$ cat src/common/scalar_macros.svh
/*
 * Scalar control processor constants
 * Data width, register count, program memory depth and vector lane count
 */

`ifndef SCALAR_MACROS_SVH
`define SCALAR_MACROS_SVH

// Datapath width in bits
`define SCALAR_DATA_W 32

// Registers in the single bank
`define SCALAR_NUM_REGS 32

// Instruction words held in program memory
`define SCALAR_IMEM_DEPTH 64

// Lanes in the attached vector unit
`define SCALAR_NUM_LANES 8

`endif
$ cat src/common/scalar_pkg.sv
/*
 * Scalar unit types
 * Instruction word, opcodes, stage payloads and status flags
 */

`default_nettype none

`include "scalar_macros.svh"

package scalar_pkg;

	typedef logic [`SCALAR_DATA_W-1:0] data_t;
	typedef logic [$clog2(`SCALAR_NUM_REGS)-1:0] reg_idx_t;
	typedef logic [$clog2(`SCALAR_IMEM_DEPTH)-1:0] addr_t;
	typedef logic [`SCALAR_NUM_LANES-1:0] lane_t;
	typedef logic [19:0] imm20_t;

	// MAD computes src1 * src2 + src3
	typedef enum logic [3:0] {
		OP_ADD   = 4'h0,
		OP_SUB   = 4'h1,
		OP_AND   = 4'h2,
		OP_OR    = 4'h3,
		OP_XOR   = 4'h4,
		OP_SHL   = 4'h5,
		OP_SHR   = 4'h6,
		OP_MAD   = 4'h7,
		OP_LDI   = 4'h8,
		OP_CMPLT = 4'h9,
		OP_JMP   = 4'hA,
		OP_BRC   = 4'hB,
		OP_HALT  = 4'hC
	} op_t;

	// Where a result goes
	typedef enum logic [1:0] {
		DST_NONE = 2'h0,
		DST_REG  = 2'h1,
		DST_LANE = 2'h2,
		DST_VEC  = 2'h3
	} dst_sel_t;

	// LDI, JMP and BRC use the low 20 bits as a constant
	typedef struct packed {
		logic     sel_unit;
		op_t      op;
		dst_sel_t dst_sel;
		reg_idx_t dst;
		reg_idx_t src1;
		reg_idx_t src2;
		reg_idx_t src3;
		logic [4:0] imm;
	} instr_t;

	// Decode to execute
	typedef struct packed {
		logic     valid;
		op_t      op;
		dst_sel_t dst_sel;
		reg_idx_t dst;
		data_t    src1;
		data_t    src2;
		data_t    src3;
		imm20_t   imm;
	} issue_t;

	// Execute to result
	typedef struct packed {
		logic     valid;
		op_t      op;
		dst_sel_t dst_sel;
		reg_idx_t dst;
		data_t    value;
		logic     cond;
		addr_t    target;
	} result_t;

	typedef struct packed {
		logic zero;
		logic negative;
		logic cond;
	} status_t;

endpackage

`default_nettype wire

$ cat src/execute/scalar_alu.sv
/*
 * Scalar ALU
 * Three-operand arithmetic and logic, signed compare for CMPLT,
 * branch target taken from the instruction constant
 */

`default_nettype none

`include "scalar_macros.svh"

module scalar_alu (
	input  scalar_pkg::issue_t   issue,
	output scalar_pkg::result_t  result
);

	scalar_pkg::data_t                   imm_ext;
	logic [$clog2(`SCALAR_DATA_W)-1:0]   shamt;
	logic                                less;

	assign imm_ext = {{(`SCALAR_DATA_W - 20){1'b0}}, issue.imm};
	assign shamt   = issue.src2[$clog2(`SCALAR_DATA_W)-1:0];
	assign less    = $signed(issue.src1) < $signed(issue.src2);

	always_comb begin
		result.valid   = issue.valid;
		result.op      = issue.op;
		result.dst_sel = issue.dst_sel;
		result.dst     = issue.dst;
		result.cond    = 1'b0;
		result.target  = issue.imm[$bits(scalar_pkg::addr_t)-1:0];
		case (issue.op)
			scalar_pkg::OP_ADD:   result.value = issue.src1 + issue.src2;
			scalar_pkg::OP_SUB:   result.value = issue.src1 - issue.src2;
			scalar_pkg::OP_AND:   result.value = issue.src1 & issue.src2;
			scalar_pkg::OP_OR:    result.value = issue.src1 | issue.src2;
			scalar_pkg::OP_XOR:   result.value = issue.src1 ^ issue.src2;
			scalar_pkg::OP_SHL:   result.value = issue.src1 << shamt;
			scalar_pkg::OP_SHR:   result.value = issue.src1 >> shamt;
			// Product wraps at the data width
			scalar_pkg::OP_MAD:   result.value = issue.src1 * issue.src2 + issue.src3;
			scalar_pkg::OP_LDI:   result.value = imm_ext;
			scalar_pkg::OP_CMPLT: begin
				result.value = {{(`SCALAR_DATA_W - 1){1'b0}}, less};
				result.cond  = less;
			end
			default:              result.value = '0;
		endcase
	end

endmodule

`default_nettype wire

$ cat config.mk
export PLATFORM = sky130hd
export DESIGN_NAME = scalar_alu
export DESIGN_NICKNAME = d
export VERILOG_FILES = /design/src/common/scalar_pkg.sv /design/src/execute/scalar_alu.sv
export VERILOG_INCLUDE_DIRS = /design/src /design/src/common
export SDC_FILE = /design/constraint.sdc
export NUM_CORES = 2
export LEC_CHECK = 0
export ABC_AREA = 1
export BUFFER_PORTS_ARGS = -buffer_cell sky130_fd_sc_hd__clkbuf_2
export CORE_MARGIN = 4
export CORE_UTILIZATION = 45
export DETAILED_ROUTE_END_ITERATION = 10
export SYNTH_ARGS = -nofsm -noshare
export SYNTH_HDL_FRONTEND = slang
export SYNTH_SLANG_ARGS = --single-unit
$ cat constraint.sdc
create_clock -name vclk -period 17.8
set_input_delay 0.89 -clock vclk [all_inputs]
set_output_delay 0.89 -clock vclk [all_outputs]
set_load 0.03 [all_outputs]
* Word level (Yosys, flattened, before mapping) *
Cells that the tools add are included.

word-level totals
  register bits after elaboration = 0
  input bits = 128
  output and inout bits = 51
  logic and storage cells = 22

operators by class
  add/sub/neg operators = 3
  multipliers = 1
  order comparisons = 1
  equal/unequal tests = 9
  shifts and indexed selects = 2
  muxes and demuxes = 2
  bitwise logic cells = 3
  reductions and logical operators = 1

operators by type and width
  kind                                                              count
  32-bit one-hot mux with 10 select lines                           1
  32-bit adder                                                      2
  32-bit bitwise AND                                                1
  32-bit < comparator                                               1
  32-bit by 32-bit multiplier with 32-bit output                    1
  32-bit bitwise OR                                                 1
  32-bit by 5-bit left shift with 32-bit output                     1
  32-bit by 5-bit right shift with 32-bit output                    1
  32-bit subtractor                                                 1
  32-bit bitwise XOR                                                1
  4-bit by 3-bit == test with 1-bit output (second input constant)  4
  4-bit by 2-bit == test with 1-bit output (second input constant)  2
  4-bit == test (second input constant)                             2
  4-bit by 1-bit == test with 1-bit output (second input constant)  1
  4-bit logical NOT                                                 1
  1-bit two-way mux                                                 1

* Depth between registers and ports, before layout *
  depth after elaboration = 3
  gate-level depth with buffers = 39

* Worst setup path after synthesis *
OpenSTA, ideal clock, no wires.

  path kind = input-to-output
  from = in issue[54] (netlist name)
  to = out result[26] (netlist name)
  arrival time = 7706 ps
  data required time = 16910 ps
  slack = 9204 ps
  cell stages on the path = 31
  cells stage by stage = buf_2 > buf_1 > buf_2 > buf_2 > buf_2 > nand2_1 > inv_1 > fa_1 > fa_1 > fa_1 > inv_1 > fa_1 > inv_1 > fa_1 > inv_1 > fa_1 > inv_1 > fa_1 > inv_1 > fa_1 > inv_1 > ha_1 > a21oi_1 > o21ai_0 > nor2_1 > nand2_1 > or2_2 > nand3_1 > o21ai_0 > a21oi_1 > nand4_1

RTL lines
  item         line              RTL
  from (decl)  scalar_alu.sv:12  input scalar_pkg::issue_t issue,
  to (decl)    scalar_alu.sv:13  output scalar_pkg::result_t result

==> flow_summary.toml <==
[die]
rows = 88
core_mm2 = 0.0580
die_w_um = 251
initial_core_util = 0.458
die_y_um = 251
die_area_mm2 = 0.0630
ios = 179

[critical_path]
crit_slowest_cell = "o21ai_0"
path_cells = "clkbuf_2 > buf_4 > nand2_1 > inv_1 > fa_1 > fa_1 > fa_1 > inv_1 > fa_1 > inv_1 > fa_1 > fa_1 > fa_1 > inv_1 > fa_1 > inv_1 > ha_1 > a21oi_1 > o21ai_0 > a21oi_1 > o221ai_1 > o21ai_0 > nand4_1 > clkbuf_2"
required_ns = 16.91
cpMostUsedCell = "fa_1"
critPathCaptureType = "output port"
slowest_delay_ns = 0.63
critical_path_class = "input port to output port"
startpoint_type = "input port"
crit_arrival_ns = 8.66
cp_max_fo = 64

[synth]
synth_area_mm2 = 0.0266
synthXorXnorAreaFrac = 0.00791
synth_fp_nets = 4874
synth_top_cell_area_share = 0.332
synthAdderAreaFrac = 0.436
synth_common_cells = "inv_1, nand2_1, fa_1"
synth_cells = 4085
ys_warn_count = 0
synth_most_common_cell = "inv_1"
muxShareOfSynthArea = 0.00641
synth-simple-area-share = 0.221
synth_compound_area_frac = 0.134
synth.distinct_cells = 55
seq_area_frac_synth = 0
syn-mean-instance-area_um2 = 6.50
synth_top_family_by_area = "adder cells"
yosysTopAreaCell = "fa_1"
synth.area.top_cells = "fa_1, inv_1, nand2_1"

[timing]
fin_crit_ns = 9.55
max-slew-margin-rel = 0.324
rsz0062_at_grt = "false"
worstMarginPinSlew_ns = 1.01
finalCritPeriodShare = 0.536
finalSetupViolations = 0
hold_viol = 0
fmax_mhz = 105
finalSetupTns_ns = 0
slew_viol_final = 0

[global_route]
grt.overflow.total = 0
gr-usage-all-layers = 0.340
grt_pass1_vias = 26538
antenna_found_initial = 4
grt_first_pass_wirelength_um = 163000
grt_start_max_net_pins = 66

[min_path]
whs_endpoint = "result[42]"
min-delay-start = "issue[119]"
min_path_type = "input port to output port"
hold_depth = 0

[route]
dr_wl_met2_um = 48200
m1WireLength_um = 46400
drt-initial-drc-count = 2619
top_layer_used = "met4"
wl_met3_um = 10200
vias = 26426
totalWireLength_um = 109000
firstDrtPassIters = 6
routedWlPerCell_um = 22.5
postRouteAntennaNets = 0
drc = 0
routed_via_density = 5.46

[finish]
area_growth_pct = 3.79
fill_cells = 6227
drive_gt1_frac = 0.0626
seq_area_um2 = 0
design.seq.count = 0
n_clock_buffer = 0
nets = 4864

[flow_run]
cap_viol_max_count = 0

[place]
place_hpwl_um = 88100
place_congestion = 1.04
portBuffers = 163

[run_status]
status = "completed"

[clock_network]
post_cts_buffers = 0
cts-hold-fix-buffers = 0
cts_resized = 0
layout make-up:
cell class | count | area, µm² | area share
diodes | 3 | 7.51 | 0.000272
inverters | 1098 | 4120 | 0.149
multi-input cells | 2775 | 21400 | 0.776
well taps | 765 | 957 | 0.0347
repair buffers | 200 | 1100 | 0.0398
layout by cell type, fill, tap and decap left out, types with 5 or more instances in the layout:
cell	netlist	final
a211oi_1	9	9
a31oi_1	6	6
buf_4	29	39
or2_2	6	6
inv_1	1084	1082
nand3_1	135	135
or2_1	5	5
o211ai_1	25	25
o21ai_1	53	53
clkbuf_2	5	160
fa_1	440	440
nor2_1	175	175
o2111ai_1	19	19
o22ai_1	16	16
a21oi_2	8	8
xor2_1	13	13
xnor2_1	11	11
o221ai_1	7	7
o21ai_0	192	192
a21o_1	9	9
nor3_1	26	26
nand2_1	1054	1054
a21oi_1	203	203
mux2i_1	17	17
nand2_2	14	14
o21bai_1	10	10
inv_2	14	15
a221oi_1	14	14
nand3b_1	8	8
ha_1	221	221
o21a_1	14	14
nand4_1	24	24
how the worst max path moves through the flow:
stage               from         end  slack [ns]  cells past startpoint
6_report       issue[52]  result[32]        8.25                     24
4_1_cts        issue[52]  result[28]        8.41                     24
5_1_grt        issue[52]  result[28]        7.92                     24
3_5_place_dp   issue[52]  result[28]        8.44                     24
2_1_floorplan  issue[54]  result[26]        9.20                     31
3_3_place_gp   issue[52]  result[28]        8.38                     24
routing by layer:
layer | global-route usage | vias up
met5 | 0 | -
met1 | 0.478 | 12767
met4 | 0.107 | 0
met2 | 0.537 | 1285
met3 | 0.0586 | 192
li1 | - | 12182
metrics by stage:
step	util	cells	instance area (µm²)	setup WS [ns]	hold WS, ns
detailed placement	0.475	4838	27600	8.44	1.78
CTS	0.475	4838	27600	8.41	1.78
global route	0.475	4838	27600	7.92	1.78
floorplan	-	4085	26600	9.20	1.91
finish	0.475	4841	27600	8.25	1.78
global placement	0.475	4838	27600	8.38	1.78
cell families after synthesis:
| logic type | Yosys count |
|---|---|
| mux | 17 |
| simple gates | 1459 |
| buf+inv | 1310 |
| fa+ha+maj | 661 |
| xor+xnor | 24 |
| compound gates | 614 |
worst max-delay path: cells and delay by family:
kind                     cells  cell delay, ns
AO/OA/AOI/OAI                5            1.61
buffers and inverters        8            1.30
AND/OR/NAND/NOR              2            0.45
adder cells (fa/ha/maj)      9            4.33
