==> src/common/scalar_macros.svh <==
/*
 * Scalar control processor constants
 * Data width, register count, program memory depth and vector lane count
 */

`ifndef SCALAR_MACROS_SVH
`define SCALAR_MACROS_SVH

// Datapath width in bits
`define SCALAR_DATA_W 32

// Registers in the single bank
`define SCALAR_NUM_REGS 32

// Instruction words held in program memory
`define SCALAR_IMEM_DEPTH 64

// Lanes in the attached vector unit
`define SCALAR_NUM_LANES 8

`endif
==> src/common/scalar_pkg.sv <==
/*
 * Scalar unit types
 * Instruction word, opcodes, stage payloads and status flags
 */

`default_nettype none

`include "scalar_macros.svh"

package scalar_pkg;

	typedef logic [`SCALAR_DATA_W-1:0] data_t;
	typedef logic [$clog2(`SCALAR_NUM_REGS)-1:0] reg_idx_t;
	typedef logic [$clog2(`SCALAR_IMEM_DEPTH)-1:0] addr_t;
	typedef logic [`SCALAR_NUM_LANES-1:0] lane_t;
	typedef logic [19:0] imm20_t;

	// MAD computes src1 * src2 + src3
	typedef enum logic [3:0] {
		OP_ADD   = 4'h0,
		OP_SUB   = 4'h1,
		OP_AND   = 4'h2,
		OP_OR    = 4'h3,
		OP_XOR   = 4'h4,
		OP_SHL   = 4'h5,
		OP_SHR   = 4'h6,
		OP_MAD   = 4'h7,
		OP_LDI   = 4'h8,
		OP_CMPLT = 4'h9,
		OP_JMP   = 4'hA,
		OP_BRC   = 4'hB,
		OP_HALT  = 4'hC
	} op_t;

	// Where a result goes
	typedef enum logic [1:0] {
		DST_NONE = 2'h0,
		DST_REG  = 2'h1,
		DST_LANE = 2'h2,
		DST_VEC  = 2'h3
	} dst_sel_t;

	// LDI, JMP and BRC use the low 20 bits as a constant
	typedef struct packed {
		logic     sel_unit;
		op_t      op;
		dst_sel_t dst_sel;
		reg_idx_t dst;
		reg_idx_t src1;
		reg_idx_t src2;
		reg_idx_t src3;
		logic [4:0] imm;
	} instr_t;

	// Decode to execute
	typedef struct packed {
		logic     valid;
		op_t      op;
		dst_sel_t dst_sel;
		reg_idx_t dst;
		data_t    src1;
		data_t    src2;
		data_t    src3;
		imm20_t   imm;
	} issue_t;

	// Execute to result
	typedef struct packed {
		logic     valid;
		op_t      op;
		dst_sel_t dst_sel;
		reg_idx_t dst;
		data_t    value;
		logic     cond;
		addr_t    target;
	} result_t;

	typedef struct packed {
		logic zero;
		logic negative;
		logic cond;
	} status_t;

endpackage

`default_nettype wire

==> src/hdl/result_unit.sv <==
/*
 * Result unit
 * Routes results to registers, lane enables or the vector data port,
 * keeps the status flags and resolves jumps and branches
 */

`default_nettype none

`include "scalar_macros.svh"

module result_unit (
	input  logic                  clock,
	input  logic                  reset,
	input  logic                  en,
	input  scalar_pkg::result_t   result,
	output logic                  we,
	output scalar_pkg::reg_idx_t  wr_index,
	output scalar_pkg::data_t     wr_data,
	output scalar_pkg::lane_t     lane_en,
	output scalar_pkg::data_t     scalar_data,
	output logic                  scalar_valid,
	output scalar_pkg::status_t   state,
	output logic                  redirect,
	output scalar_pkg::addr_t     redirect_addr,
	output logic                  branch_resolved
);

	logic fire;
	logic is_jmp;
	logic is_brc;
	logic sets_flags;

	assign fire       = en && result.valid;
	assign is_jmp     = result.op == scalar_pkg::OP_JMP;
	assign is_brc     = result.op == scalar_pkg::OP_BRC;
	assign sets_flags = !(is_jmp || is_brc || result.op == scalar_pkg::OP_HALT);

	assign we       = fire && result.dst_sel == scalar_pkg::DST_REG;
	assign wr_index = result.dst;
	assign wr_data  = result.value;

	// BRC tests the flag left by the latest CMPLT
	assign branch_resolved = fire && (is_jmp || is_brc);
	assign redirect        = fire && (is_jmp || (is_brc && state.cond));
	assign redirect_addr   = result.target;

	always_ff @(posedge clock) begin
		if (reset) begin
			lane_en      <= '0;
			scalar_valid <= 1'b0;
			state        <= '0;
		end else begin
			scalar_valid <= fire && result.dst_sel == scalar_pkg::DST_VEC;
			if (fire && result.dst_sel == scalar_pkg::DST_LANE) begin
				lane_en <= result.value[`SCALAR_NUM_LANES-1:0];
			end
			if (fire && sets_flags) begin
				state.zero     <= result.value == '0;
				state.negative <= result.value[`SCALAR_DATA_W-1];
				if (result.op == scalar_pkg::OP_CMPLT) begin
					state.cond <= result.cond;
				end
			end
		end
	end

	always_ff @(posedge clock) begin
		if (fire && result.dst_sel == scalar_pkg::DST_VEC) begin
			scalar_data <= result.value;
		end
	end

endmodule

`default_nettype wire

==> config.mk <==
export PLATFORM = sky130hd
export DESIGN_NAME = result_unit
export DESIGN_NICKNAME = d
export VERILOG_FILES = /design/src/common/scalar_pkg.sv /design/src/hdl/result_unit.sv
export VERILOG_INCLUDE_DIRS = /design/src /design/src/common
export SDC_FILE = /design/constraint.sdc
export NUM_CORES = 1
export LEC_CHECK = 0
export BUFFER_PORTS_ARGS = -buffer_cell sky130_fd_sc_hd__buf_2
export CAP_MARGIN = 20
export CORE_ASPECT_RATIO = 0.75
export CORE_MARGIN = 2
export CORE_UTILIZATION = 35
export DETAILED_ROUTE_END_ITERATION = 8
export PLACE_DENSITY = 0.72
export SYNTH_ARGS = -nofsm -noshare
export SYNTH_HDL_FRONTEND = slang
export SYNTH_SLANG_ARGS = --single-unit
==> constraint.sdc <==
create_clock -name clock -period 1.98 [get_ports clock]
set_input_delay 0.198 -clock clock [delete_from_list [all_inputs] [get_ports clock]]
set_output_delay 0.198 -clock clock [all_outputs]
set_load 0.05 [all_outputs]
# Yosys cells after proc, flatten, opt, wreduce, memory -nomap -nowiden
# Index checks and enable logic that the tools add are counted.
[totals] word_cells=27 register_bits=44 in_bits=54
[op_classes] eq_ne=7 reduce_logical=14
[ops] operator="$logic_not A32 Y1" count=1
[ops] operator="$eq A4 B4 Y1 const B" count=4
[ops] operator="$logic_and A1 B1 Y1" count=8
[ops] operator="$eq A2 B2 Y1 const B" count=2
[ops] operator="$logic_or A1 B1 Y1" count=3
[ops] operator="$eq A2 B1 Y1 const B" count=1
[ops] operator="$reduce_and A2 Y1" count=1
[ops] operator="$logic_not A1 Y1" count=1

# Logic depth before layout (Yosys ltp)
[depth] word_depth=6 ltp_mapped=4 mapped_depth_nobuf=4

# Worst setup path before layout
# OpenSTA, ideal clock, no wires.
[synth_path] kind="input port to output port" start="in result[48] (netlist name)" end="out redirect" cell_stages=3 path_slack_ps=-329 arrival_time_ps=2111 n_path_buf=0 cell_sequence="and4b_2 -> and2_1 -> a21boi_0"
[synth_via] elab_chain_cells=4
[synth_rtl] item="from (decl)" line_no="result_unit.sv:15" rtl="input scalar_pkg::result_t result,"
[synth_rtl] item="$eq A4 B4 Y1" line_no="result_unit.sv:35" rtl="assign is_brc = result.op == scalar_pkg::OP_BRC;"
[synth_rtl] item="$logic_and A1 B1 Y1" line_no="result_unit.sv:44" rtl="assign redirect = fire && (is_jmp || (is_brc && state.cond));"
[synth_rtl] item="$logic_or A1 B1 Y1 (*)" line_no="result_unit.sv:44"
[synth_rtl] item="$logic_and A1 B1 Y1 (*)" line_no="result_unit.sv:44"
[synth_rtl] item="to (decl)" line_no="result_unit.sv:23" rtl="output logic redirect,"
# Mark *: on every way between the ends. The rest lies on a longest branch, timed or not.

# Worst setup path after layout
# Same ends and word-level chain as after synthesis.

==> results <==
- The overall routed net length is approximately 4 mm.
- The total negative slack for setup checks is 0 ns.
- The final layout net count is roughly 280.
- The fraction of final layout cells with drive strength greater than 1 is 0.578.
- The cell accounting for the most synthesized area is edfxtp_1.
- The class of the most critical hold timing path is in -> reg.
- The switching power share of the total is 0.298.
- For this configuration, the core starts out at a cell density of 0.371.
- The count of nets left with antenna violations once routing finished came out at 0.
- IR analysis of the VDD net gives a maximum drop of approximately 0.00025 V.
- The overall track demand over capacity in global routing is 0.130.
- The final setup skew is 0 ns.
- In this run the cell area of the synthesized design comes to 0.00186 mm^2.
- The number of endpoints failing setup at the final stage is 0.
- The number of vias after detailed routing is about 1.3k.
- The mean area per synthesized cell is ~13 um^2.
- The critical path class is in -> out.
- The register clock-pin slew on the reported worst setup and hold paths is ~0.080 ns.
- The number of DRC markers after the initial detailed-route iteration is 26.
- The post-synthesis to final-layout area growth is 25.3%.
- Before antenna repair, the detailed router went through 3 iterations.
- The number of levels the H-tree was split into is 2.
- The flow ran to the end, and the final reports show no timing, DRC or antenna violations.
- The number of gates given a new drive strength after cts is 0.
- During placement, the flow inserted port buffers numbering 121.
- Of the synthesized area, sequential elements account for 0.647.
- The net count after synthesis is about 200.
- The internal power of the cells totals between 1000 and 1500 uW.
- The arrival time reported for the critical path endpoint is ~1.1 ns.
- The core region area is 0.00501 mm^2.
- The total of warnings raised by yosys is 0.
- The design draws between 1500 and 2000 uW.
- Summed over all nets, the switching power comes to 571 uW.
- Summing all placed instances gives a cell area of roughly 0.0022 mm^2.
- The largest net degree at the start of global routing is 29.
- The number of pins with negative max-slew slack in the final report was 0.
- At the end of the flow the core is filled with cells to 0.465.
- The total inserted antenna cells is 0.
- Of the available clock period, the critical path in the final layout requires 0.674.
- The die is just under 90 um wide.
- After global routing the overflow that remains totals 0.
- Of all nets on the critical path, the largest fanout is 3.
- The clock period minus worst slack is roughly 1.3 ns.
- The number of antenna violations at the first check in global routing is 0.
- The routability-driven placement congestion ratio is ~0.7.
- The final routed DRC violation total is 0.
- The floorplan step defined a die boundary enclosing 0.00591 mm^2.
- The worst register-to-register path ends at state[2].
- The detailed-route wire length per cell is 13.2 um.
- The flop and latch count out of synthesis is between 40 and 50.
- The clock network fraction of design power is 0.273.
- The depth of the worst register-to-register path is 2.
- In this run the core area contains 22 standard-cell rows.
- Buffers added to address setup during post-CTS repair amount to 0.
- Buffers inserted to repair hold after CTS numbered 0.
- The root buffer cell chosen for the clock tree is clkbuf_8.
- For the worst setup path, the data required time is roughly 1.8 ns.
- The average via count per standard cell is 4.33.
- The share of synthesized area in the top cell type comes to 0.518.
- The worst hold slack after final layout is roughly 0.11 ns.
- The count of maximum capacitance violations is 0.
- The via count of the first global-routing pass is roughly 1.1k.
- The leakage power is between 0.001 and 0.0015 uW.
- The path with the worst hold slack has its endpoint at scalar_data[16].
- In this run the most critical hold path is launched from result[23].
- The final-report hold violation count is 0.
- In this run the deepest clock path goes through 2 buffers.
- The slew at the pin with the worst max-slew slack is between 0.5 and 0.6 ns.
- The number of sinks on the clock net is 44.
- The highest achievable clock rate is 0.750 GHz.
- The critical register-to-register path startpoint is state[2].
- The type of destination of the critical path is an output port.
- Yosys mapped the design onto 26 distinct sky130hd cell types.
- The setup check on the worst reg-to-reg path leaves a slack of roughly 1.1 ns.
- The part of the power in registers is 0.532.
- Of the total power, combinational logic draws 0.195.
- The power per cell area is approximately 820 mW/mm^2.
- approximately 140 I/O pins were placed.
- The instance count of the mapped netlist is 144.
- The category of the worst setup path launch point is an input port.
- Sorting the synthesized cells by area gives the leading types as edfxtp_1 (52%), buf_4 (17%), dfxtp_1 (13%).
- The worst-skew pair later-pin latency is 0.28 ns.
- Along the worst hold path, the cell count comes to 1.
- The TritonCTS clock tree is done.
- Setup repair after global routing left no endpoint under its margin.
- Summed over all nets, the half-perimeter wirelength after detailed placement is approximately 3.1 mm.
- The overall die height is roughly 67 um.
- TritonCTS created 5 clock buffers.
- The summed area of non-filler cells in the final layout is between 0.002 and 0.0025 mm^2.
- The tightest slew margin relative to the limit is 0.620.
- The first global-routing pass estimated about 5.5 mm of wire.
kinds of logic after synthesis:
kind of cell,share of synthesized area
flip-flops,0.647
AND/OR/NAND/NOR,0.124
multiplexers,0.0108
buffers and inverters,0.178
AO/OA/AOI/OAI,0.0404
metrics by stage:
stage,cells,setup WS [ns]
4_1_cts,302,0.641
3_3_place_gp,294,0.618
2_1_floorplan,144,0.0260
3_5_place_dp,294,0.650
6_report,302,0.646
5_1_grt,302,0.589
synthesized netlist by cell type:
library cell  instances
nand4b_1              1
nor3b_2               1
and4_1                1
nor4_1                7
nor3b_1               1
and3b_1               1
a21oi_1               8
and2_1                1
nor3_1                1
nand4_1               1
or3b_2                1
o31ai_2               1
nor2_1                4
mux2i_1               2
buf_4                43
inv_1                 1
nand3b_1              1
nand2_1              17
edfxtp_1             32
nor2b_1               1
nand3_1               2
a21boi_0              1
a311oi_2              1
clkbuf_1              1
and4b_2               1
dfxtp_1              12
cell usage in the layout (no fill, tap or decap), drive strengths merged, types with 2 or more instances in the layout:
cell type and n:
a21oi 8, buf 122, clkbuf 7, dfxtp 12, edfxtp 32, mux2i 2, nand2 17, nand3 2
nor2 4, nor3b 2, nor4 7
worst max path at each step:
stage                           from        to  slack [ns]  depth (start not counted)
after CTS                 result[48]  redirect        0.64                          5
final                     result[48]  redirect        0.65                          5
after detailed placement  result[48]  redirect        0.65                          5
after floorplan           result[48]  redirect        0.03                          3
after global routing      result[48]  redirect        0.59                          5
after global placement    result[47]  state[2]        0.62                          5
worst max-delay path, stage by stage:
cell      delay (ns)
buf_2           0.11
and4b_2         0.27
and2_1          0.14
a21boi_1        0.14
buf_2           0.27
cell type report:
cell class	count	area [um^2]
clock buffers	7	76.3
well taps	72	90.1
flip-flops and latches	44	1200
repair buffers	122	626
clock inverters	1	5.00
multi-input cells	55	325
inverters	1	3.75
fillers	485	2680
flip-flops by register name (all words and copies together), names as in the netlist:
name,cells
scalar_data,32
lane_en,8
state,3
scalar_valid,1
power by group through the flow:
stage	registers (uW)	logic, uW	clock network (uW)
2_1_floorplan	1130	264	0
3_3_place_gp	1040	374	0
3_5_place_dp	1040	376	0
4_1_cts	1020	376	541
5_1_grt	1020	391	594
6_report	1020	372	523
layer usage:
metal | up-vias | part of all wire | GRT usage
met3 | 7 | 0.087 | 0.0421
met1 | 594 | 0.43 | 0.157
met5 | - | 0 | 0
li1 | 638 | - | -
met2 | 70 | 0.47 | 0.216
met4 | 0 | 0.012 | 0.0511
Power figures use the tool's default switching activity.
