### src/common/scalar_macros.svh
/*
 * Scalar control processor constants
 * Data width, register count, program memory depth and vector lane count
 */

`ifndef SCALAR_MACROS_SVH
`define SCALAR_MACROS_SVH

// Datapath width in bits
`define SCALAR_DATA_W 32

// Registers in the single bank
`define SCALAR_NUM_REGS 32

// Instruction words held in program memory
`define SCALAR_IMEM_DEPTH 64

// Lanes in the attached vector unit
`define SCALAR_NUM_LANES 8

`endif
### src/common/scalar_pkg.sv
/*
 * Scalar unit types
 * Instruction word, opcodes, stage payloads and status flags
 */

`default_nettype none

`include "scalar_macros.svh"

package scalar_pkg;

	typedef logic [`SCALAR_DATA_W-1:0] data_t;
	typedef logic [$clog2(`SCALAR_NUM_REGS)-1:0] reg_idx_t;
	typedef logic [$clog2(`SCALAR_IMEM_DEPTH)-1:0] addr_t;
	typedef logic [`SCALAR_NUM_LANES-1:0] lane_t;
	typedef logic [19:0] imm20_t;

	// MAD computes src1 * src2 + src3
	typedef enum logic [3:0] {
		OP_ADD   = 4'h0,
		OP_SUB   = 4'h1,
		OP_AND   = 4'h2,
		OP_OR    = 4'h3,
		OP_XOR   = 4'h4,
		OP_SHL   = 4'h5,
		OP_SHR   = 4'h6,
		OP_MAD   = 4'h7,
		OP_LDI   = 4'h8,
		OP_CMPLT = 4'h9,
		OP_JMP   = 4'hA,
		OP_BRC   = 4'hB,
		OP_HALT  = 4'hC
	} op_t;

	// Where a result goes
	typedef enum logic [1:0] {
		DST_NONE = 2'h0,
		DST_REG  = 2'h1,
		DST_LANE = 2'h2,
		DST_VEC  = 2'h3
	} dst_sel_t;

	// LDI, JMP and BRC use the low 20 bits as a constant
	typedef struct packed {
		logic     sel_unit;
		op_t      op;
		dst_sel_t dst_sel;
		reg_idx_t dst;
		reg_idx_t src1;
		reg_idx_t src2;
		reg_idx_t src3;
		logic [4:0] imm;
	} instr_t;

	// Decode to execute
	typedef struct packed {
		logic     valid;
		op_t      op;
		dst_sel_t dst_sel;
		reg_idx_t dst;
		data_t    src1;
		data_t    src2;
		data_t    src3;
		imm20_t   imm;
	} issue_t;

	// Execute to result
	typedef struct packed {
		logic     valid;
		op_t      op;
		dst_sel_t dst_sel;
		reg_idx_t dst;
		data_t    value;
		logic     cond;
		addr_t    target;
	} result_t;

	typedef struct packed {
		logic zero;
		logic negative;
		logic cond;
	} status_t;

endpackage

`default_nettype wire

### src/decode/decode_unit.sv
/*
 * Decode unit
 * Splits fields, reads operands, tracks pending writes in a scoreboard
 * and sends each instruction to the scalar back end or the vector unit
 */

`default_nettype none

`include "scalar_macros.svh"

module decode_unit (
	input  logic                  clock,
	input  logic                  reset,
	input  logic                  en,
	input  scalar_pkg::instr_t    instr,
	input  logic                  instr_valid,
	output scalar_pkg::reg_idx_t  rd_index1,
	output scalar_pkg::reg_idx_t  rd_index2,
	output scalar_pkg::reg_idx_t  rd_index3,
	input  scalar_pkg::data_t     rd_data1,
	input  scalar_pkg::data_t     rd_data2,
	input  scalar_pkg::data_t     rd_data3,
	input  logic                  wb_valid,
	input  scalar_pkg::reg_idx_t  wb_dst,
	input  logic                  branch_resolved,
	input  logic                  redirect,
	output logic                  hold,
	output scalar_pkg::issue_t    issue,
	output scalar_pkg::instr_t    v_command,
	output logic                  v_command_valid,
	output logic                  term
);

	logic [`SCALAR_NUM_REGS-1:0] pending;
	logic [`SCALAR_NUM_REGS-1:0] pending_next;
	logic [1:0]                  inflight;
	logic                        branch_wait;
	logic                        is_vec;
	logic                        is_halt;
	logic                        is_branch;
	logic                        reads_ab;
	logic                        hazard;
	logic                        go;
	logic                        mark;

	assign rd_index1 = instr.src1;
	assign rd_index2 = instr.src2;
	assign rd_index3 = instr.src3;

	////////////////////////////////////////////////////////////
	// Field decode and stall

	assign is_vec    = instr.sel_unit;
	assign is_halt   = !is_vec && instr.op == scalar_pkg::OP_HALT;
	assign is_branch = !is_vec && (instr.op == scalar_pkg::OP_JMP ||
		instr.op == scalar_pkg::OP_BRC);
	// Constant forms carry no register sources
	assign reads_ab  = !(instr.op inside {scalar_pkg::OP_LDI, scalar_pkg::OP_JMP,
		scalar_pkg::OP_BRC, scalar_pkg::OP_HALT});

	assign hazard = !is_vec && (
		(reads_ab && (pending[instr.src1] || pending[instr.src2])) ||
		(instr.op == scalar_pkg::OP_MAD && pending[instr.src3]) ||
		(instr.dst_sel == scalar_pkg::DST_REG && pending[instr.dst]));

	// HALT also waits for the back end to drain
	assign go   = instr_valid && !term && !branch_wait && !hazard &&
		!(is_halt && inflight != 2'b00);
	assign hold = term || branch_wait || (instr_valid && !go);
	assign mark = en && issue.valid && instr.dst_sel == scalar_pkg::DST_REG;

	always_comb begin
		issue.valid   = go && !is_vec && !is_halt;
		issue.op      = instr.op;
		issue.dst_sel = instr.dst_sel;
		issue.dst     = instr.dst;
		issue.src1    = rd_data1;
		issue.src2    = rd_data2;
		issue.src3    = rd_data3;
		issue.imm     = instr[19:0];
	end

	always_comb begin
		pending_next = pending;
		if (wb_valid) begin
			pending_next[wb_dst] = 1'b0;
		end
		if (mark) begin
			pending_next[instr.dst] = 1'b1;
		end
	end

	////////////////////////////////////////////////////////////
	// Control state

	always_ff @(posedge clock) begin
		if (reset) begin
			pending         <= '0;
			inflight        <= 2'b00;
			branch_wait     <= 1'b0;
			v_command_valid <= 1'b0;
			term            <= 1'b0;
		end else begin
			pending         <= pending_next;
			v_command_valid <= en && go && is_vec;
			if (en) begin
				inflight <= {inflight[0], issue.valid};
			end
			if (redirect || branch_resolved) begin
				branch_wait <= 1'b0;
			end else if (en && go && is_branch) begin
				branch_wait <= 1'b1;
			end
			if (en && go && is_halt) begin
				term <= 1'b1;
			end
		end
	end

	always_ff @(posedge clock) begin
		if (en && go && is_vec) begin
			v_command <= instr;
		end
	end

	// Every write-back from the result stage retires a marked register
	assert property (@(posedge clock) disable iff (reset) wb_valid |-> pending[wb_dst]);

endmodule

`default_nettype wire

### config.mk
export PLATFORM = sky130hd
export DESIGN_NAME = decode_unit
export DESIGN_NICKNAME = d
export VERILOG_FILES = /design/src/common/scalar_pkg.sv /design/src/decode/decode_unit.sv
export VERILOG_INCLUDE_DIRS = /design/src /design/src/common
export SDC_FILE = /design/constraint.sdc
export NUM_CORES = 1
export LEC_CHECK = 0
export ABC_AREA = 1
export BUFFER_PORTS_ARGS = -buffer_cell sky130_fd_sc_hd__buf_2
export CAP_MARGIN = 10
export CORE_AREA = 2 2 125 127
export DETAILED_ROUTE_END_ITERATION = 10
export DIE_AREA = 0 0 127 129
export HOLD_SLACK_MARGIN = 0.06
export PLACE_DENSITY = 0.7
export SYNTH_ARGS = -nofsm -noshare
export SYNTH_HDL_FRONTEND = slang
export SYNTH_SLANG_ARGS = --single-unit
### constraint.sdc
create_clock -name clock -period 3.2 [get_ports clock]
set_input_delay 0 -clock clock [delete_from_list [all_inputs] [get_ports clock]]
set_output_delay 0 -clock clock [all_outputs]
set_load 0.03 [all_outputs]
# After elaboration in Yosys (flattened, before gate mapping)
# Index checks and enable logic that the tools add are counted.
[op_classes]
magnitude_cmp = 7
n_eq_ne = 6
n_mux = 14
bitwise_logic = 3
n_reduce_logical = 40
[op_table]
columns = ["cell", "count"]
rows = [
  ["two-way mux 32 bit", 2],
  ["bitwise AND 32 bit", 1],
  ["NOT 32 bit", 1],
  ["bitwise OR 32 bit", 1],
  ["less-than comparator 5 x 6 -> 1 bit (second input constant)", 5],
  ["logical AND 1 bit", 22],
  ["binary-select mux 1 bit (select 5 bit)", 4],
  ["== test 4 bit (second input constant)", 4],
  ["demux 1 bit (select 5 bit)", 2],
  [">= comparator 5 x 1 -> 1 bit (second input constant)", 2],
  ["zero test 1 bit", 8],
  ["logical OR 1 bit", 7],
  ["two-way mux 1 bit", 6],
  ["== test 4 x 3 -> 1 bit (second input constant)", 1],
  ["nonzero test 4 bit", 1],
  ["== test 2 x 1 -> 1 bit (second input constant)", 1],
  ["nonzero test 2 bit", 1],
  ["OR reduction 2 bit", 1],
]
[word_totals]
register_bits = 69
out_inout_bits = 178

# Logic depth before layout (Yosys ltp)
# Gate-level depths: netlist of run 1.
[logic_depth]
depth_word = 15
mapped_depth = 19

# Least setup slack after synthesis of run 1
# Ideal clock, no wire load.
[synth_timing]
kind = "register to register"
startpoint = "register pending[11]"
endpoint = "register v_command[0] (netlist name) (enable)"
setup_ns = 0.421
arrival_time_ns = 2.676
t_required_ns = 2.779
path_slack_ns = 0.103
path_stages_with_launch = 18
period_less_slack_ns = 3.097
path_cell_list = "dfxtp_1 > inv_1 > nor2_1 > a21oi_1 > nand2_1 > nand2_1 > nand2_1 > nor2_1 > nand2_1 > nand2_1 > nand2_1 > inv_2 > nand2_1 > nand2_1 > nand2_1 > nor2_1 > inv_1 > nor2_1"
[synth_via]
elab_chain_cells = 12
elab_cells_between_ends = 20
[synth_rtl]
columns = ["element", "line", "rtl"]
rows = [
  ["start: declaration", "decode_unit.sv:34", "logic [`SCALAR_NUM_REGS-1:0] pending;"],
  ["start signal: assignment", "decode_unit.sv:104", "pending <= pending_next;"],
  ["binary-select mux 1 bit (select 5 bit)", "decode_unit.sv:62", "(reads_ab && (pending[instr.src1] || pending[instr.src2])) ||"],
  ["two-way mux 1 bit (implied by the code)", "decode_unit.sv:62", ""],
  ["logical OR 1 bit", "decode_unit.sv:62", ""],
  ["logical AND 1 bit", "decode_unit.sv:62", ""],
  ["logical OR 1 bit", "decode_unit.sv:62", ""],
  ["logical OR 1 bit (*)", "decode_unit.sv:63", "(instr.op == scalar_pkg::OP_MAD && pending[instr.src3]) ||"],
  ["logical AND 1 bit (*)", "decode_unit.sv:61", "assign hazard = !is_vec && ("],
  ["zero test 1 bit (*)", "decode_unit.sv:67", "assign go = instr_valid && !term && !branch_wait && !hazard &&"],
  ["logical AND 1 bit (*) (2 in a row)", "decode_unit.sv:67", ""],
  ["logical AND 1 bit (*) (2 in a row)", "decode_unit.sv:121", "if (en && go && is_vec) begin"],
  ["end signal: assignment", "decode_unit.sv:122", "v_command <= instr;"],
  ["end: declaration", "decode_unit.sv:29", "output scalar_pkg::instr_t v_command,"],
]
# Mark *: on every way between the ends. The rest lies on a longest branch, timed or not. The select of a mux whose other input is x is not followed.
# A chain may end at the register's enable or synchronous reset.

# Final worst setup path of run 1
[layout_timing]
startpoint = "input instr[20] (netlist name)"
endpoint = "register v_command[20] (netlist name) (enable)"
[layout_via]
elab_chain_cells = 10
[layout_rtl]
columns = ["element", "line", "rtl"]
rows = [
  ["start: declaration", "decode_unit.sv:15", "input scalar_pkg::instr_t instr,"],
  ["binary-select mux 1 bit (select 5 bit)", "decode_unit.sv:64", "(instr.dst_sel == scalar_pkg::DST_REG && pending[instr.dst]));"],
  ["two-way mux 1 bit (implied by the code)", "decode_unit.sv:64", ""],
  ["logical AND 1 bit", "decode_unit.sv:64", ""],
  ["logical OR 1 bit", "decode_unit.sv:63", ""],
  ["logical AND 1 bit", "decode_unit.sv:61", ""],
  ["zero test 1 bit", "decode_unit.sv:67", ""],
  ["logical AND 1 bit (2 in a row)", "decode_unit.sv:67", ""],
  ["logical AND 1 bit (2 in a row)", "decode_unit.sv:121", ""],
]
# Every way passes these cells. The select of a mux whose other input is x is not followed.

==> results of run 1 <==
-- sequential cells by signal (all words and copies together) (netlist names) --
| name | cells |
|---|---|
| inflight | 2 |
| pending | 32 |
| branch_wait | 1 |
| term | 1 |
| v_command | 32 |
| v_command_valid | 1 |
-- cell type report --
class                      instances  area, sq um
inverter                          67          251
timing repair buffer             254         1910
tap                              188          235
fill                            1489         8510
clock inverter                     7         72.6
sequential                        69         1700
clock buffer                       9          225
multi-input combinational        450         2070
-- per-layer routing --
layer / track usage (%) / part of all wire (%)
met4: 7.50 / 3.1
met5: 0 / 0
met1: 23.8 / 37
met3: 3.20 / 10
met2: 32.0 / 50
-- power by group --
part	internal, W	total (W)	leakage (nW)	switching (W)
Combinational	0.000195	0.000628	1.93	0.000433
Clock	0.000606	0.00101	0.142	0.000403
Sequential	0.000938	0.000942	0.590	0.00000365
Total	0.00174	0.00258	2.67	0.000840
-- Yosys cell counts --
cell / n
edfxtp_1: 32
nor4_1: 1
nand2_2: 3
buf_6: 5
a21oi_1: 43
nand4_4: 1
nand3_1: 94
nand2_1: 157
o21a_1: 1
nor2_8: 1
or2_2: 1
o21ai_0: 41
buf_4: 145
nand4_1: 34
clkinv_1: 1
nor2_1: 63
buf_2: 7
inv_1: 61
dfxtp_1: 37
nor3_1: 10
inv_2: 5
clkbuf_1: 13
-- stage by stage --
step	hold slack (ns)	instance area [sq um]	total power (W)
after floorplan	0.0989	5240	0.00147
after global placement	0.000205	4900	0.00132
after detailed placement	0.000205	4900	0.00132
after CTS	0.0718	6470	0.00259
after global routing	0.0916	6470	0.00267
final	0.0798	6470	0.00258
-- worst max path at each step --
stage / startpoint / end / slack, ns / cells past startpoint
final: instr[20] / v_command[20]$_DFFE_PP_ / 0.46 / 21
after global routing: instr[20] / v_command[23]$_DFFE_PP_ / 0.09 / 21
after CTS: instr[16] / v_command[24]$_DFFE_PP_ / 0.48 / 17
after detailed placement: instr[15] / v_command[24]$_DFFE_PP_ / 0.60 / 18
after global placement: instr[15] / v_command[24]$_DFFE_PP_ / 0.62 / 18
after floorplan: pending[11]$_SDFF_PP0_ / v_command[0]$_DFFE_PP_ / 0.10 / 17
-- worst reg2reg max path, stage by stage, from the launching register on --
cell,delay [ns]
dfxtp_1,0.42
nand2_1,0.11
o21ai_0,0.09
nand2_1,0.08
nand3_1,0.07
nand3_1,0.07
nand3_1,0.07
nand2_1,0.10
nand2_1,0.10
nand2_1,0.14
nand2_1,0.08
nand2_1,0.05
nand2_1,0.06
nor2_1,0.16
inv_1,0.10
nor2_4,0.08
buf_4,0.37
-- logic make-up (layout without fill, tap and decap cells) --
kind of cell    after synthesis  in the layout  share of synthesized area, %
buf+inv                     237            337                          28.2
flops                        69             69                          32.5
compound gates               85             85                          8.16
simple gates                365            365                          31.1
-- repair_timing --
action / CTS / global route
hold buffers: 127 / 0
setup endpoints to repair: 0 / 0
hold endpoints to repair: 126 / 0
buffers inserted: 0 / 0
==> results.tsv, run 1 <==
stage	metric	value	unit
timing	fin. max-slew vios	0	
worst_setup_path	crit-path leading delay family	buffers and inverters	
drt	DRC	0	
logic_synthesis	#FFs+latches synth	69	
power_and_ir_drop	leak pwr	2.67	nW
worst_setup_path	Setup CP Type	in2reg	
worst_setup_path	worst path bufs/invs	6	
placement	placed wire-length estimate	10300	um
logic_synthesis	Syn Inst Count	756	
cells_and_area	Non-Filler Instances	1044	
drt	drt initial violations	656	
worst_setup_path	slowest cell on the critical path	dlygate4sd3_1	
grt	number of antenna violations at the first check in global routing	0	
cells_and_area	commonest non-fill, non-tap cell in the layout	nand2_1	
logic_synthesis	Mapped Nets	896	
logic_synthesis	Syn. warnings	0	
worst_setup_path	CP required	3.19	ns
clocking	# clock sinks	69	
cells_and_area	commonest cells after routing, fill and taps aside	nand2_1 (157), dlygate4sd3_1 (127), buf_2 (125), nand3_1 (94)	
worst_setup_path	slowest stage delay, CP	0.53	ns
placement	# port buffers	125	
logic_synthesis	Synth top area share	20.8	%
worst_setup_path	Worst setup EP type	register	
job	Max-Cap Viols	0	
placement	Place WS	0.602	ns
drt	drt via density	5.10	
clocking	total of cells resized after clock tree synthesis	0	
grt	largest net degree at the start of global routing	37	
grt	GRT Overall Usage	18.8	%
cells_and_area	share of layout cells above drive strength 1	18.2	%
grt	remaining global-route overflow	0	
logic_synthesis	sequential share of the synthesized area	32.5	%
worst_setup_path	WP data arrival	2.73	ns
logic_synthesis	Mapped Area	0.00524	sq mm
cells_and_area	Final Util	43.2	%
timing	final setup vio count	0	
timing	number of hold violations in the final report	0	
timing	minimum clock period	2.74	ns
worst_setup_path	reg2reg path depth	16	
clocking	clk buf depth	2	
power_and_ir_drop	power per cell area	399	mW/mm^2
timing	Slew Limit Headroom	55.5	%
floorplanning	Rows	45	
worst_setup_path	Worst path most repeated cell	nand2_1	
logic_synthesis	largest cells by area after synthesis	buf_4 (21%), edfxtp_1 (18%), dfxtp_1 (14%)	
min_path	min-delay worst type	in2reg	
worst_setup_path	r2r startpoint	pending[25]$_SDFF_PP0_	
run_status	outcome	finished clean	
floorplanning	Horiz. Die Dim	127	um
floorplanning	I/O pin cnt	318	
placement	global placer's final weighted congestion	0.920	
floorplanning	DIE AREA	0.0164	sq mm
drt	drt total wl	16500	um
clocking	CTS root buffer	clkbuf_16	
grt	first-pass GRT wire length	24300	um
min_path	Hold Startpoint	instr[5]	
timing	achievable frequency	364	MHz
timing	Worst Skew	0.00615	ns
floorplanning	Initial Util	35.0	%
drt	via count	5325	
timing	Final WS setup	0.456	ns
floorplanning	Die Span Y	129	um
worst_setup_path	crit path cell chain	dlygate4sd3_1 -> buf_2 -> inv_2 -> nand2_2 -> nor2_1 -> nor2_1 -> nand2_1 -> nand2_1 -> nand2_1 -> nor2_1 -> nand2_1 -> nand2_1 -> nand2_1 -> inv_2 -> nand2_1 -> nand2_1 -> nand2_1 -> nor2_1 -> inv_1 -> nor2_4 -> buf_4	
worst_setup_path	reg2reg setup slack	0.68	ns
placement	Inst Count DP	901	
timing	RSZ-0062 raised after global routing	false	
worst_setup_path	FF-to-FF End	v_command[20]$_DFFE_PP_	
drt	drt wl/cell	15.8	um
floorplanning	core box area	0.0150	sq mm
logic_synthesis	Netlist cell types	22	
cells_and_area	Syn-to-layout area delta	23.4	%
drt	drt pass-1 iters	5	
drt	remaining antenna violation count	0	
logic_synthesis	syn_area_per_cell	6.93	sq um
power_and_ir_drop	Peak VDD IR	0.000223	V
clocking	TritonCTS buffer count	9	
grt	via count of the first global-routing pass	4675	
cells_and_area	n_diodes	0	
clocking	CTS tree	yes	
timing	total negative slack	0	ns
clocking	Worst-Skew Late Latency	0.34	ns
min_path	hold depth	1	
min_path	Hold Path Sink	v_command[5]$_DFFE_PP_	
clocking	CTS H-tree lvls	3	
logic_synthesis	Yosys top cell by area	buf_4	
worst_setup_path	crit path max fanout	32	
clocking	Clock transition at path regs	0.06	ns
timing	fin crit share	85.7	%
timing	worst-margin pin slew	0.668	ns
worst_setup_path	CP Launch Type	input port	
cells_and_area	Final #Nets	991	
No activity file was read; power rests on OpenSTA's default activity.
==> inputs of run 2 (changes only) <==
- GPL_TIMING_DRIVEN: not set -> 0
- PLACE_DENSITY: 0.7 -> 0.67
- clock period: 3.2 -> 3.38 ns (I/O delays scaled with it)
==> run 2 against run 1 <==
Power is 1.0% lower. Sequential share of layout area shrank 2.8 points. Clock-buffer cell count stayed put. Register-to-register slack gained 0.09 ns. Global-route usage is 0.95 points higher. Worst setup slack better by 0.085 ns. Critical path depth decreased by 2. Largest cell class is now buffers. Largest power group unchanged. Highest routed layer unchanged.
==> results.tsv, run 2 (synthesis results as in run 1) <==
stage	metric	value	unit	change
run_status	outcome	finished clean		unchanged
drt	drt wl/cell	14.1	um	was 15.8 um
timing	number of hold violations in the final report	0		unchanged
worst_setup_path	CP Launch Type	input port		unchanged
grt	M3 GR Usage	2.87	%	was 3.20%
power_and_ir_drop	Clock Power Share	37.7	%	was 39.1%
cells_and_area	Syn-to-layout area delta	38.0	%	was 23.4%
drt	drt total wl	17100	um	was 16,500 um
min_path	Hold Path Sink	pending[31]$_SDFF_PP0_		was v_command[5]$_DFFE_PP_
power_and_ir_drop	power per cell area	353	mW/mm^2	was 399 mW/mm^2
worst_setup_path	CP required	3.35	ns	was 3.19 ns
power_and_ir_drop	switch share	32.3	%	was 32.6%
placement	# port buffers	219		was 125
timing	achievable frequency	352	MHz	
floorplanning	core box area	0.0150	sq mm	unchanged
drt	drt via density	4.81		was 5.10
grt	first-pass GRT wire length	25700	um	was 24,300 um
timing	fin. max-slew vios	0		unchanged
placement	Inst Count DP	1163		was 901
clocking	TritonCTS buffer count	9		unchanged
worst_setup_path	FF-to-FF End	v_command[24]$_DFFE_PP_		was v_command[20]$_DFFE_PP_
clocking	Clock transition at path regs	0.06	ns	about the same
worst_setup_path	Setup CP Type	in2reg		unchanged
min_path	hold depth	3		was 1
grt	Most Crowded Layer GR	met2		unchanged
floorplanning	Die Span Y	129	um	unchanged
cells_and_area	commonest non-fill, non-tap cell in the layout	buf_2		was nand2_1
grt	remaining global-route overflow	0		unchanged
placement	global placer's final weighted congestion	0.881		was 0.920
clocking	Worst-Skew Late Latency	0.34	ns	about the same
timing	RSZ-0062 raised after global routing	false		unchanged
floorplanning	Horiz. Die Dim	127	um	unchanged
timing	fin crit share	84.0	%	
timing	worst-margin pin slew	0.586	ns	was 0.668 ns
clocking	clk buf depth	2		unchanged
worst_setup_path	r2r startpoint	pending[19]$_SDFF_PP0_		was pending[25]$_SDFF_PP0_
floorplanning	I/O pin cnt	318		unchanged
grt	number of antenna violations at the first check in global routing	0		unchanged
clocking	CTS root buffer	clkbuf_16		unchanged
grt	met1 usage	24.1	%	was 23.8%
placement	placed wire-length estimate	12500	um	was 10,300 um
drt	drt pass-1 iters	8		was 5
timing	final setup vio count	0		unchanged
power_and_ir_drop	Peak VDD IR	0.000252	V	was 0.000223 V
power_and_ir_drop	Psw	0.000825	W	was 0.000840 W
worst_setup_path	crit path max fanout	16		was 32
cells_and_area	Non-Filler Instances	1214		was 1,044
drt	drt initial violations	452		was 656
power_and_ir_drop	Int Pwr	0.00173	W	was 0.00174 W
worst_setup_path	reg2reg setup slack	0.77	ns	was 0.68 ns
grt	via count of the first global-routing pass	5269		was 4,675
power_and_ir_drop	Seq pwr share	34.9	%	was 36.5%
power_and_ir_drop	leak pwr	3.41	nW	was 2.67 nW
worst_setup_path	reg2reg path depth	17		was 16
cells_and_area	commonest cells after routing, fill and taps aside	buf_2 (226), nand2_1 (157), buf_4 (145), nand3_1 (94), nor2_1 (62)		was nand2_1 (157), dlygate4sd3_1 (127), buf_2 (125), nand3_1 (94)
clocking	CTS tree	yes		unchanged
cells_and_area	largest registers	pending: 32 flops, v_command: 32 flops, inflight: 2 flops		unchanged
floorplanning	Rows	45		unchanged
power_and_ir_drop	combinational share of power	27.4	%	was 24.4%
grt	routing usage on met2	34.8	%	was 32.0%
timing	minimum clock period	2.84	ns	
timing	Worst Skew	0.00970	ns	was 0.00615 ns
grt	GRT Overall Usage	19.7	%	was 18.8%
clocking	buffer count from post-CTS setup fixing	0		unchanged
cells_and_area	Final #Nets	1161		was 991
worst_setup_path	WP data arrival	2.81	ns	was 2.73 ns
worst_setup_path	Worst setup EP type	register		unchanged
drt	DRC	0		unchanged
job	Max-Cap Viols	0		unchanged
clocking	# clock sinks	69		unchanged
grt	largest net degree at the start of global routing	33		was 37
floorplanning	DIE AREA	0.0164	sq mm	unchanged
timing	Slew Limit Headroom	60.8	%	was 55.5%
min_path	Hold Startpoint	en		was instr[5]
cells_and_area	share of layout cells above drive strength 1	39.5	%	was 18.2%
drt	remaining antenna violation count	0		unchanged
floorplanning	Initial Util	35.0	%	unchanged
drt	via count	5840		was 5,325
timing	total negative slack	0	ns	unchanged
min_path	min-delay worst type	in2reg		unchanged
cells_and_area	n_diodes	0		unchanged
clocking	CTS H-tree lvls	3		unchanged
==> run 2: worst max path at each step <==
stage,slack [ns],endpoint,cells past startpoint,from
2_1_floorplan,0.28,v_command[0]$_DFFE_PP_,17,pending[11]$_SDFF_PP0_
3_3_place_gp,-0.75,v_command[23]$_DFFE_PP_,18,instr[10]
3_5_place_dp,0.51,v_command[23]$_DFFE_PP_,19,instr[10]
4_1_cts,0.31,v_command[23]$_DFFE_PP_,19,instr[10]
5_1_grt,0.17,v_command[23]$_DFFE_PP_,19,instr[10]
6_report,0.54,v_command[24]$_DFFE_PP_,19,instr[10]
==> run 2: through the flow <==
| stage | hold WS, ns | total power [W] | instance area [sq um] | utilization [%] | worst slack, ns |
|---|---|---|---|---|---|
| 5_1_grt | 0.119 | 0.00265 | 7230 | 48.3 | 0.169 |
| 3_3_place_gp | 0.193 | 0.00157 | 6570 | 43.9 | -0.751 |
| 3_5_place_dp | 0.198 | 0.00157 | 6580 | 43.9 | 0.514 |
| 6_report | 0.0842 | 0.00255 | 7230 | 48.3 | 0.541 |
| 2_1_floorplan | 0.0989 | 0.00139 | 5240 | - | 0.283 |
| 4_1_cts | 0.0820 | 0.00256 | 7220 | 48.2 | 0.310 |
==> run 2: area by class of cell <==
type                       count  area, sq um
timing repair buffer         253         1440
fill                        1518         7750
clock inverter                 7         73.8
tap                          188          235
inverter                      67          251
multi-input combinational    451         2080
buffer                       170         1230
sequential                    69         1700
clock buffer                   9          225
==> run 2: what timing repair did <==
action	in CTS	in global routing
hold endpoints to repair	33	0
gates resized for setup	0	1
hold buffers	34	0
setup endpoints to repair	0	32
==> run 2: power groups by stage <==
stage                     logic (W)  registers, W  clock network, W
after floorplan            0.000461      0.000932                 0
after global placement     0.000660      0.000910                 0
after detailed placement   0.000665      0.000909                 0
after CTS                  0.000697      0.000891          0.000971
after global routing       0.000748      0.000892           0.00101
final                      0.000699      0.000891          0.000962
==> run 2: routing by layer <==
layer	routed length [um]	vias to the layer above
li1	-	2875
met1	6540	2613
met2	8410	313
met3	1670	39
met4	531	0
met5	0	-
==> run 2: critical path, cell delays in order <==
cell	delay (ns)
dlygate4sd3_1	0.53
buf_2	0.14
buf_2	0.16
clkbuf_1	0.22
nand2_1	0.11
nand3_1	0.08
nand3_1	0.09
nand2_1	0.06
nand2_1	0.05
nand3_1	0.06
nand2_1	0.06
nand2_1	0.09
nand2_1	0.14
nand2_1	0.07
nand2_1	0.05
nand2_1	0.07
nor2_1	0.16
inv_1	0.16
nor2_4	0.47
